$ cat src/fe_pkg.sv
`default_nettype none

package fe_pkg;

    ////////////////////////////////////////
    // Basic word types
    ////////////////////////////////////////

    // Byte address
    typedef logic [31:0] addr_t;

    // One instruction word
    typedef logic [31:0] inst_t;

    // Fetched instruction on its way to the back end
    typedef struct packed {
        addr_t pc;
        inst_t word;
        logic  is_br;   // Direct branch B or BL
    } fetch_pkt_t;

    // Request to move the fetch PC
    typedef struct packed {
        logic  valid;
        addr_t target;
    } redirect_t;

    ////////////////////////////////////////
    // Wishbone classic signals
    ////////////////////////////////////////

    // Driven by the master
    typedef struct packed {
        logic  cyc;
        logic  stb;
        logic  we;
        addr_t adr;
    } wb_req_t;

    // Driven by the slave
    typedef struct packed {
        inst_t dat;
        logic  ack;
    } wb_rsp_t;

    // Major opcodes of the direct branches
    localparam logic [5:0] OPC_B  = 6'b010100;
    localparam logic [5:0] OPC_BL = 6'b010101;

    typedef enum logic [1:0] {OP_B = 2'd0, OP_BL = 2'd1, OP_OTHER = 2'd2} br_op_e;

    typedef enum logic {IDLE = 1'b0, WAIT = 1'b1} fetch_state_e;

endpackage

`default_nettype wire

$ cat src/fe_pc_gen.sv
`default_nettype none

module fe_pc_gen import fe_pkg::*; #(
    parameter addr_t RESET_PC = 32'h1c00_0000
) (
    input  wire logic      clk,
    input  wire logic      rstn,
    input  wire redirect_t ex_redirect,
    input  wire redirect_t pd_redirect,
    input  wire logic      fetch_accept,
    input  wire logic      ib_full,
    output addr_t          pc,
    output logic           pc_valid
);

    logic init_q;      // Low only in the first cycle after reset
    logic redir_q;     // A redirect was taken last cycle
    logic hold_pend;   // Predecode target parked while the buffer is full

    ////////////////////////////////////////
    // Fetch request qualifier
    ////////////////////////////////////////
    always_ff @(posedge clk or negedge rstn) begin
        if (!rstn) begin
            init_q  <= 1'b0;
            redir_q <= 1'b0;
        end else begin
            init_q  <= 1'b1;
            redir_q <= ex_redirect.valid | pd_redirect.valid;
        end
    end

    // No request right after reset, after a redirect, or while stalled
    assign pc_valid = init_q & ~redir_q & ~ib_full & ~hold_pend;

    ////////////////////////////////////////
    // Pending hold flag
    ////////////////////////////////////////
    always_ff @(posedge clk or negedge rstn) begin
        if (!rstn) begin
            hold_pend <= 1'b0;
        end else if (ex_redirect.valid) begin
            // Back end flush supersedes any parked target
            hold_pend <= 1'b0;
        end else if (ib_full) begin
            if (pd_redirect.valid) begin
                hold_pend <= 1'b1;
            end
        end else begin
            hold_pend <= 1'b0;
        end
    end

    ////////////////////////////////////////
    // PC register
    ////////////////////////////////////////
    always_ff @(posedge clk or negedge rstn) begin
        if (!rstn) begin
            pc <= RESET_PC;
        end else if (ex_redirect.valid) begin
            pc <= ex_redirect.target;
        end else if (pd_redirect.valid && !hold_pend) begin
            pc <= pd_redirect.target;
        end else if (hold_pend || ib_full) begin
            // Parked target must survive until the buffer drains
            pc <= pc;
        end else if (fetch_accept) begin
            pc <= pc + 32'd4;
        end
    end

endmodule

`default_nettype wire

$ cat src/fe_fetch_wb.sv
`default_nettype none

module fe_fetch_wb import fe_pkg::*; (
    input  wire logic      clk,
    input  wire logic      rstn,
    input  wire addr_t     pc,
    input  wire logic      pc_valid,
    input  wire logic      ib_full,
    input  wire redirect_t ex_redirect,
    input  wire wb_rsp_t   wb_i,
    output wb_req_t        wb_o,
    output logic           fetch_accept,
    output logic           busy,
    output logic           rsp_valid,
    output fetch_pkt_t     rsp_pkt
);

    fetch_state_e state_q;
    addr_t        adr_q;    // Address of the open bus cycle
    logic         kill_q;   // Word of the open cycle is on a squashed path
    logic         ack;

    assign ack = wb_i.ack;

    // Start only from IDLE, never in a back-end redirect cycle
    assign fetch_accept = (state_q == IDLE) & pc_valid & ~ib_full & ~ex_redirect.valid;

    ////////////////////////////////////////
    // Bus cycle state machine
    ////////////////////////////////////////
    always_ff @(posedge clk or negedge rstn) begin
        if (!rstn) begin
            state_q <= IDLE;
            kill_q  <= 1'b0;
        end else begin
            case (state_q)
                IDLE: begin
                    kill_q <= 1'b0;
                    if (fetch_accept) begin
                        state_q <= WAIT;
                    end
                end
                WAIT: begin
                    if (ack) begin
                        // Bus idles for at least one cycle after ack
                        state_q <= IDLE;
                        kill_q  <= 1'b0;
                    end else if (ex_redirect.valid) begin
                        kill_q <= 1'b1;
                    end
                end
                default: begin
                    state_q <= IDLE;
                end
            endcase
        end
    end

    // Address latch held stable for the whole cycle
    always_ff @(posedge clk) begin
        if (fetch_accept) begin
            adr_q <= pc;
        end
    end

    ////////////////////////////////////////
    // Bus outputs
    ////////////////////////////////////////
    assign busy     = (state_q == WAIT);
    assign wb_o.cyc = busy;
    assign wb_o.stb = busy;
    assign wb_o.we  = 1'b0;   // Read only master
    assign wb_o.adr = adr_q;

    ////////////////////////////////////////
    // Response toward predecode
    ////////////////////////////////////////
    // Redirect in the ack cycle itself also drops the word
    assign rsp_valid     = busy & ack & ~kill_q & ~ex_redirect.valid;
    assign rsp_pkt.pc    = adr_q;
    assign rsp_pkt.word  = wb_i.dat;
    assign rsp_pkt.is_br = 1'b0;   // Filled in by predecode

endmodule

`default_nettype wire

$ cat src/fe_predecode.sv
`default_nettype none

module fe_predecode import fe_pkg::*; (
    input  wire logic       rsp_valid,
    input  wire fetch_pkt_t rsp_pkt,
    output fetch_pkt_t      ib_pkt,
    output logic            ib_push,
    output redirect_t       pd_redirect
);

    br_op_e      op;
    logic        is_br;
    logic [25:0] offs26;
    addr_t       br_off;

    ////////////////////////////////////////
    // Major opcode decode
    ////////////////////////////////////////
    always_comb begin
        case (rsp_pkt.word[31:26])
            OPC_B:   op = OP_B;
            OPC_BL:  op = OP_BL;
            default: op = OP_OTHER;
        endcase
    end

    assign is_br = (op == OP_B) | (op == OP_BL);

    // Split offset with offs[25:16] in bits 9:0 and offs[15:0] in bits 25:10
    assign offs26 = {rsp_pkt.word[9:0], rsp_pkt.word[25:10]};

    // Word offset to byte offset, sign extended
    assign br_off = {{4{offs26[25]}}, offs26, 2'b00};

    ////////////////////////////////////////
    // Outputs
    ////////////////////////////////////////
    always_comb begin
        ib_pkt       = rsp_pkt;
        ib_pkt.is_br = is_br;
    end

    assign ib_push = rsp_valid;

    // Same cycle as the ack of the branch
    assign pd_redirect.valid  = rsp_valid & is_br;
    assign pd_redirect.target = rsp_pkt.pc + br_off;

endmodule

`default_nettype wire

$ cat src/fe_instr_buf.sv
`default_nettype none

module fe_instr_buf import fe_pkg::*; #(
    parameter int IB_DEPTH = 4
) (
    input  wire logic       clk,
    input  wire logic       rstn,
    input  wire logic       push,
    input  wire fetch_pkt_t push_pkt,
    input  wire logic       busy,
    input  wire logic       flush,
    input  wire logic       deq_ready,
    output fetch_pkt_t      deq_pkt,
    output logic            deq_valid,
    output logic            ib_full
);

    localparam int PW = $clog2(IB_DEPTH);
    localparam int CW = PW + 1;

    fetch_pkt_t    mem [IB_DEPTH];
    logic [PW-1:0] rd_ptr;
    logic [PW-1:0] wr_ptr;
    logic [CW-1:0] count;
    logic [CW-1:0] occ;
    logic          do_push;
    logic          do_pop;

    assign do_push = push & ~flush;
    assign do_pop  = deq_valid & deq_ready & ~flush;

    ////////////////////////////////////////
    // Pointers and count
    ////////////////////////////////////////
    always_ff @(posedge clk or negedge rstn) begin
        if (!rstn) begin
            rd_ptr <= '0;
            wr_ptr <= '0;
            count  <= '0;
        end else if (flush) begin
            rd_ptr <= '0;
            wr_ptr <= '0;
            count  <= '0;
        end else begin
            if (do_push) begin
                wr_ptr <= wr_ptr + PW'(1);
            end
            if (do_pop) begin
                rd_ptr <= rd_ptr + PW'(1);
            end
            count <= count + CW'(do_push) - CW'(do_pop);
        end
    end

    // Storage
    always_ff @(posedge clk) begin
        if (do_push) begin
            mem[wr_ptr] <= push_pkt;
        end
    end

    assign deq_valid = (count != '0);
    assign deq_pkt   = mem[rd_ptr];

    // Reserve a slot for the fetch still on the bus
    assign occ     = count + CW'(busy);
    assign ib_full = (occ == CW'(IB_DEPTH));

endmodule

`default_nettype wire

$ cat src/fe_frontend.sv
`default_nettype none

module fe_frontend import fe_pkg::*; #(
    parameter addr_t RESET_PC = 32'h1c00_0000,
    parameter int    IB_DEPTH = 4
) (
    input  wire logic      clk,
    input  wire logic      rstn,
    input  wire wb_rsp_t   wb_i,
    input  wire redirect_t ex_redirect,
    input  wire logic      deq_ready,
    output wb_req_t        wb_o,
    output fetch_pkt_t     deq_pkt,
    output logic           deq_valid
);

    ////////////////////////////////////////
    // Internal wires
    ////////////////////////////////////////
    addr_t      pc;
    logic       pc_valid;
    logic       fetch_accept;
    logic       busy;
    logic       ib_full;
    logic       rsp_valid;
    fetch_pkt_t rsp_pkt;
    fetch_pkt_t ib_pkt;
    logic       ib_push;
    redirect_t  pd_redirect;

    // PC stage
    fe_pc_gen #(
        .RESET_PC (RESET_PC)
    ) u_pc_gen (
        .clk          (clk),
        .rstn         (rstn),
        .ex_redirect  (ex_redirect),
        .pd_redirect  (pd_redirect),
        .fetch_accept (fetch_accept),
        .ib_full      (ib_full),
        .pc           (pc),
        .pc_valid     (pc_valid)
    );

    // Bus master
    fe_fetch_wb u_fetch_wb (
        .clk          (clk),
        .rstn         (rstn),
        .pc           (pc),
        .pc_valid     (pc_valid),
        .ib_full      (ib_full),
        .ex_redirect  (ex_redirect),
        .wb_i         (wb_i),
        .wb_o         (wb_o),
        .fetch_accept (fetch_accept),
        .busy         (busy),
        .rsp_valid    (rsp_valid),
        .rsp_pkt      (rsp_pkt)
    );

    // Branch spotting on the returned word
    fe_predecode u_predecode (
        .rsp_valid   (rsp_valid),
        .rsp_pkt     (rsp_pkt),
        .ib_pkt      (ib_pkt),
        .ib_push     (ib_push),
        .pd_redirect (pd_redirect)
    );

    // Queue toward the back end that its redirect flushes
    fe_instr_buf #(
        .IB_DEPTH (IB_DEPTH)
    ) u_instr_buf (
        .clk       (clk),
        .rstn      (rstn),
        .push      (ib_push),
        .push_pkt  (ib_pkt),
        .busy      (busy),
        .flush     (ex_redirect.valid),
        .deq_ready (deq_ready),
        .deq_pkt   (deq_pkt),
        .deq_valid (deq_valid),
        .ib_full   (ib_full)
    );

endmodule

`default_nettype wire

$ cat config.mk
export PLATFORM = sky130hd
export DESIGN_NAME = fe_frontend
export DESIGN_NICKNAME = d
export VERILOG_FILES = /design/src/fe_pkg.sv /design/src/fe_pc_gen.sv /design/src/fe_fetch_wb.sv /design/src/fe_predecode.sv /design/src/fe_instr_buf.sv /design/src/fe_frontend.sv
export SDC_FILE = /design/constraint.sdc
export NUM_CORES = 1
export LEC_CHECK = 0
export BUFFER_PORTS_ARGS = -buffer_cell sky130_fd_sc_hd__buf_2
export CAP_MARGIN = 20
export CORE_MARGIN = 2
export CORE_UTILIZATION = 45
export CTS_CLUSTER_SIZE = 28
export DETAILED_ROUTE_END_ITERATION = 10
export HOLD_SLACK_MARGIN = 0.12
export SLEW_MARGIN = 10
export SYNTH_ARGS = -nofsm -noshare
export SYNTH_HDL_FRONTEND = slang
export SYNTH_SLANG_ARGS = --single-unit
$ cat constraint.sdc
create_clock -name clk -period 6.9 [get_ports clk]
set_input_delay 0.69 -clock clk [delete_from_list [all_inputs] [get_ports clk]]
set_output_delay 0.69 -clock clk [all_outputs]
set_load 0.01 [all_outputs]
## Yosys cells after proc, flatten, opt, wreduce, memory -nomap -nowiden

Memory sizes are Yosys's and may differ from the RTL's.
Index checks and enable logic that the tools add are counted.

| word-level totals | value |
|---|---|
| flip-flop bits (word level) | 76 |
| bits in writable memories | 260 |
| output and inout bits | 101 |
| bits of input ports | 69 |
| memories | 1 |

Memories:

| name | depth | bits a word | read ports | clocked after memory_dff | wr ports | line | text |
|---|---|---|---|---|---|---|---|
| u_instr_buf.mem | 4 | 65 | 1 | 0 | 1 | fe_instr_buf.sv:21 | `fetch_pkt_t mem [IB_DEPTH];` |

| operators by class | value |
|---|---|
| reduce and logical (&&, ||, !) cells | 9 |
| $add $sub $neg | 7 |
| bitwise logic cells | 21 |
| eq/ne operators | 7 |
| multiplexer cells | 21 |

Operators by type and width:

| operator | count |
|---|---|
| 32-bit 2-to-1 mux | 4 |
| 32-bit by 3-bit adder with 32-bit output (second input constant) | 1 |
| 32-bit adder | 1 |
| 1-bit bitwise AND | 13 |
| 6-bit by 5-bit equality test with 1-bit output (second input constant) | 2 |
| 1-bit 2-to-1 mux | 9 |
| 2-bit 2-to-1 mux | 4 |
| 3-bit by 1-bit adder with 3-bit output | 2 |
| 3-bit inequality test (second input constant) | 2 |
| 1-bit inverter | 6 |
| 3-bit nonzero test | 2 |
| 2-bit by 1-bit adder with 2-bit output (second input constant) | 2 |
| 1-bit one-hot mux with 2 select lines | 2 |
| 2-bit one-hot mux with 2 select lines | 1 |
| 2-bit nonzero test | 2 |
| 3-bit equality test (second input constant) | 1 |
| 3-bit 2-to-1 mux | 1 |
| 3-bit by 2-bit inequality test with 1-bit output (second input constant) | 1 |
| 3-bit by 1-bit subtractor with 3-bit output | 1 |
| 2-bit by 1-bit equality test with 1-bit output (second input constant) | 1 |
| 2-bit zero test | 1 |
| 1-bit OR | 2 |
| 2-bit AND reduction | 1 |
| 1-bit logical AND | 1 |
| other kinds (2) | 2 |

## Longest topological paths before layout

| logic depth | value |
|---|---|
| word-level depth | 12 |
| depth in mapped cells | 12 |
| mapped depth without buffers | 11 |

## Cells and area by module

From an unflattened synthesis, not the netlist that was laid out.

| unflattened totals | value |
|---|---|
| cell total of the unflattened synthesis | 1136 |
| area, all modules | 16316.9 um^2 |

Modules (own cells, without submodules):

| module | area each (um^2) | sequential area each (um^2) | cells each | instances |
|---|---|---|---|---|
| fe_instr_buf | 9898.2 | 7982.7 | 387 | 1 |
| fe_pc_gen | 2501.1 | 879.6 | 317 | 1 |
| fe_predecode | 2342.2 | 0.0 | 323 | 1 |
| fe_fetch_wb | 1575.3 | 1011.0 | 109 | 1 |

## Least setup slack after synthesis

No wires, ideal clock.

| timing | value |
|---|---|
| path type | in2reg |
| from | input ex_redirect[32] (netlist name) |
| to | memory u_instr_buf.mem[0][0] (netlist name) (enable) |
| data arrival time | 2728 ps |
| slack | 3742 ps |
| library setup time | 430 ps |
| stages on the path | 4 |
| buffers on the path | 1 |
| path through | buf_6 nand4bb_1 inv_1 and2_1 |

| on the way | value |
|---|---|
| longest elaborated chain between the ends | 5 |

Ends and longest elaborated chain:

| what | line | text |
|---|---|---|
| start: declaration | fe_frontend.sv:10 | `input wire redirect_t ex_redirect,` |
| 1-bit inverter (*) | fe_fetch_wb.sv:79, fe_instr_buf.sv:29 |  |
| 1-bit bitwise AND | fe_fetch_wb.sv:79 | `assign rsp_valid = busy & ack & ~kill_q & ~ex_redirect.valid;` |
| 1-bit bitwise AND (*) | fe_instr_buf.sv:29 | `assign do_push = push & ~flush;` |
| 1-bit 2-to-1 mux (*) | fe_instr_buf.sv:57 | `if (do_push) begin` |
| 1-bit 2-to-1 mux (implied by the code) (*) | fe_instr_buf.sv:58 | `mem[wr_ptr] <= push_pkt;` |
| end: declaration | fe_instr_buf.sv:21 |  |

Mark *: on every way between the ends. The rest lies on a longest branch, timed or not.

==> impl_metrics.json <==
{
  "async_reset_ff_frac": 0.131,
  "syn_inst": 966,
  "avgViaCountPerCell": 5.60,
  "grt_pass1_wl_um": 52600,
  "ys_warn_count": 0,
  "portBuffers": 168,
  "slew_violations": 0,
  "synthFlopType": "edfxtp_1",
  "critPathKind": "reg2out",
  "synth_edf_count": 292,
  "detail-route-antenna-nets": 0,
  "chipHeight_um": 186,
  "synthesis.nets": 1075,
  "synth_cell_types": 72,
  "path_clk_slew_ns": 0.06,
  "worstMarginPinSlew_ns": 1.06,
  "post_cts_buffers": 0,
  "gp_congestion": 0.878,
  "run_status": "finished clean",
  "hold_buffers": 0,
  "htreeDepth": 2,
  "ys_seq_area_frac": 0.661,
  "rsz0062_at_grt": "no",
  "period_share": 0.522,
  "cts_tree": "yes",
  "cts_buffers": 36,
  "grt_pass1_vias": 8843,
  "pwr-share-comb": 0.162,
  "die_x_um": 186,
  "drt_iter0_markers": 847,
  "area_growth_pct": 16.2,
  "netSwitchingFraction": 0.256,
  "hold_class": "in2async",
  "arrival_ns": 2.91,
  "worstSetupEndpointType": "primary output",
  "dp_hpwl_um": 22800,
  "wirelength_um": 34900,
  "root_buffer": "clkbuf_16",
  "nets": 1243,
  "path_max_fanout": 36,
  "syn-cell-area_um2": 14900,
  "vias": 8982,
  "grt_overflow_total": 0,
  "cts_max_path_buffers": 3,
  "rows": 66,
  "grt_max_degree": 66,
  "drive_gt1_frac": 0.268,
  "power_density_nw_per_um2": 293,
  "core_um2": 32600,
  "total_power_mw": 5.08,
  "final_hold_viol_count": 0,
  "pin_count": 170,
  "p_leak_nw": 6.16,
  "grt.total_usage": 0.203,
  "path_cells": "buf_4 > mux4_2 > buf_2",
  "cpMaxStageDelayCell": "dfrtp_4",
  "max_stage_delay_ns": 0.86,
  "clockPowerShare": 0.365,
  "cap_viol_max_count": 0,
  "fin_skew_ns": 0.0133,
  "initial_core_util": 0.458,
  "final_cells": 1605,
  "place_inst": 1537,
  "worstPathRequired_ns": 6.21,
  "syn_area_per_cell_um2": 15.5,
  "finalCriticalPeriod_ns": 3.60,
  "antenna_found_initial": 1,
  "startpoint_type": "flip-flop",
  "setup_viol": 0,
  "vdd_drop_max_mv": 0.140,
  "max-slew-margin-rel": 0.290,
  "worst_hold_slack_ns": 0.275,
  "firstDrtPassIters": 5,
  "fmax_mhz": 278,
  "switchingPower_mw": 1.30,
  "die-area_um2": 34700,
  "tns_ns": 0,
  "drc_errors": 0,
  "clock_sinks": 336,
  "clk_latency_ns": 0.52,
  "wl_per_cell_um": 21.8,
  "cts_resized": 0,
  "p_int_mw": 3.78,
  "r2r.worst_path.cells": 11,
  "synth_seq_cells": 336,
  "seq_power_share": 0.473
}
[cell usage after synthesis, types with 4 or more instances]
cell type | number | area share
edfxtp_1 | 292 | 0.59
mux4_2 | 65 | 0.098
nand2_1 | 60 | 0.015
nor2_1 | 51 | 0.013
a21oi_1 | 50 | 0.017
dfrtp_1 | 41 | 0.069
ha_1 | 38 | 0.032
nand3_1 | 33 | 0.011
o21ai_0 | 33 | 0.011
clkbuf_1 | 24 | 0.0060
xnor2_1 | 24 | 0.014
inv_1 | 15 | 0.0038
nand4_1 | 15 | 0.0063
xor2_1 | 15 | 0.0088
a21o_1 | 14 | 0.0070
and2_1 | 14 | 0.0059
and3_1 | 13 | 0.0054
a211oi_1 | 12 | 0.0060
buf_2 | 12 | 0.0040
nor3_1 | 10 | 0.0034
a31oi_1 | 8 | 0.0034
o211ai_1 | 7 | 0.0035
o21ai_1 | 7 | 0.0023
a22oi_1 | 6 | 0.0030
buf_1 | 6 | 0.0015
mux2i_1 | 6 | 0.0040
o22ai_1 | 6 | 0.0025
o21bai_1 | 5 | 0.0025
a221oi_1 | 4 | 0.0023
and4_1 | 4 | 0.0023
[per-layer routing]
layer / vias to the layer above / track usage / wire [µm]
met4: 0 / 0.0422 / 557
met3: 47 / 0.0290 / 1900
met1: 4515 / 0.299 / 15900
met5: - / 0 / 0
met2: 256 / 0.325 / 16600
li1: 4164 / - / -
[stage by stage]
stage	setup WS, ns	utilization	cell area [µm²]
4_1_cts	3.18	0.531	17300
3_3_place_gp	3.45	0.496	16200
2_1_floorplan	3.74	-	14900
6_report	3.30	0.532	17300
3_5_place_dp	3.32	0.496	16200
5_1_grt	3.06	0.532	17300
[layout by cell type, fill, tap and decap left out, types with 12 or more instances in the layout]
master     instances
dfrtp_1           39
clkinv_1          13
xnor2_1           24
buf_2            168
and3_1            13
xor2_1            15
a211oi_1          12
nor2_1            51
inv_1             15
o21ai_0           33
a21oi_1           50
edfxtp_1         292
clkbuf_16         37
mux4_2            65
nand2_1           60
nand4_1           15
ha_1              38
nand3_1           33
a21o_1            14
[worst paths after layout]
check | startpoint | endpoint | slack, ns
worst max register to register | u_fetch_wb.busy | u_pc_gen.pc[29] | 3.57
worst min-delay path | rstn | u_pc_gen.pc[25] | 0.27
worst max-delay path | u_instr_buf.rd_ptr[0] | deq_pkt[48] | 3.30
worst min register to register | u_pc_gen.pc[1] | u_fetch_wb.adr_q[1] | 0.46
min in group clk | ex_redirect[1] | u_pc_gen.pc[1] | 0.39
max in group asynchronous | rstn | u_instr_buf.rd_ptr[0] | 6.15
[registers in the layout, indices dropped and copies added, names as in the netlist]
name and cells:
u_fetch_wb.adr_q 32, u_fetch_wb.busy 1, u_fetch_wb.kill_q 1, u_instr_buf.count 3, u_instr_buf.mem 260, u_instr_buf.rd_ptr 2
u_instr_buf.wr_ptr 2, u_pc_gen.hold_pend 1, u_pc_gen.init_q 1, u_pc_gen.pc 32, u_pc_gen.redir_q 1
[area by class of cell]
| cell class | count | area (µm²) |
|---|---|---|
| fill | 2722 | 15300 |
| sequential | 336 | 9880 |
| multi-input combinational | 565 | 4790 |
| clock buffer | 43 | 948 |
| timing repair buffer | 178 | 928 |
| tap | 442 | 553 |
| clock inverter | 23 | 183 |
| inverter | 17 | 63.8 |
| antenna | 1 | 2.50 |
[power groups by stage]
stage | clock [mW] | combinational [mW] | sequential [mW]
after global placement | 0 | 0.825 | 2.45
after floorplan | 0 | 0.608 | 2.38
final | 1.85 | 0.821 | 2.40
after detailed placement | 0 | 0.830 | 2.45
after global routing | 1.98 | 0.904 | 2.42
after CTS | 1.90 | 0.834 | 2.41
[kinds of logic after synthesis]
group / Yosys count / synth area share
flip-flops: 336 / 0.661
AND/OR/NAND/NOR: 227 / 0.0775
AO/OA/AOI/OAI: 185 / 0.0813
multiplexers: 72 / 0.103
buffers and inverters: 65 / 0.0192
adder cells (fa/ha/maj): 40 / 0.0345
XOR/XNOR: 39 / 0.0229
other: 2 / 0.000503
[worst max-delay path: cells and delay by family (launching register included)]
family	cells	cell delay, ns
buf+inv	2	0.87
flops	1	0.86
mux	1	0.62
No activity file was read; power rests on OpenSTA's default activity.
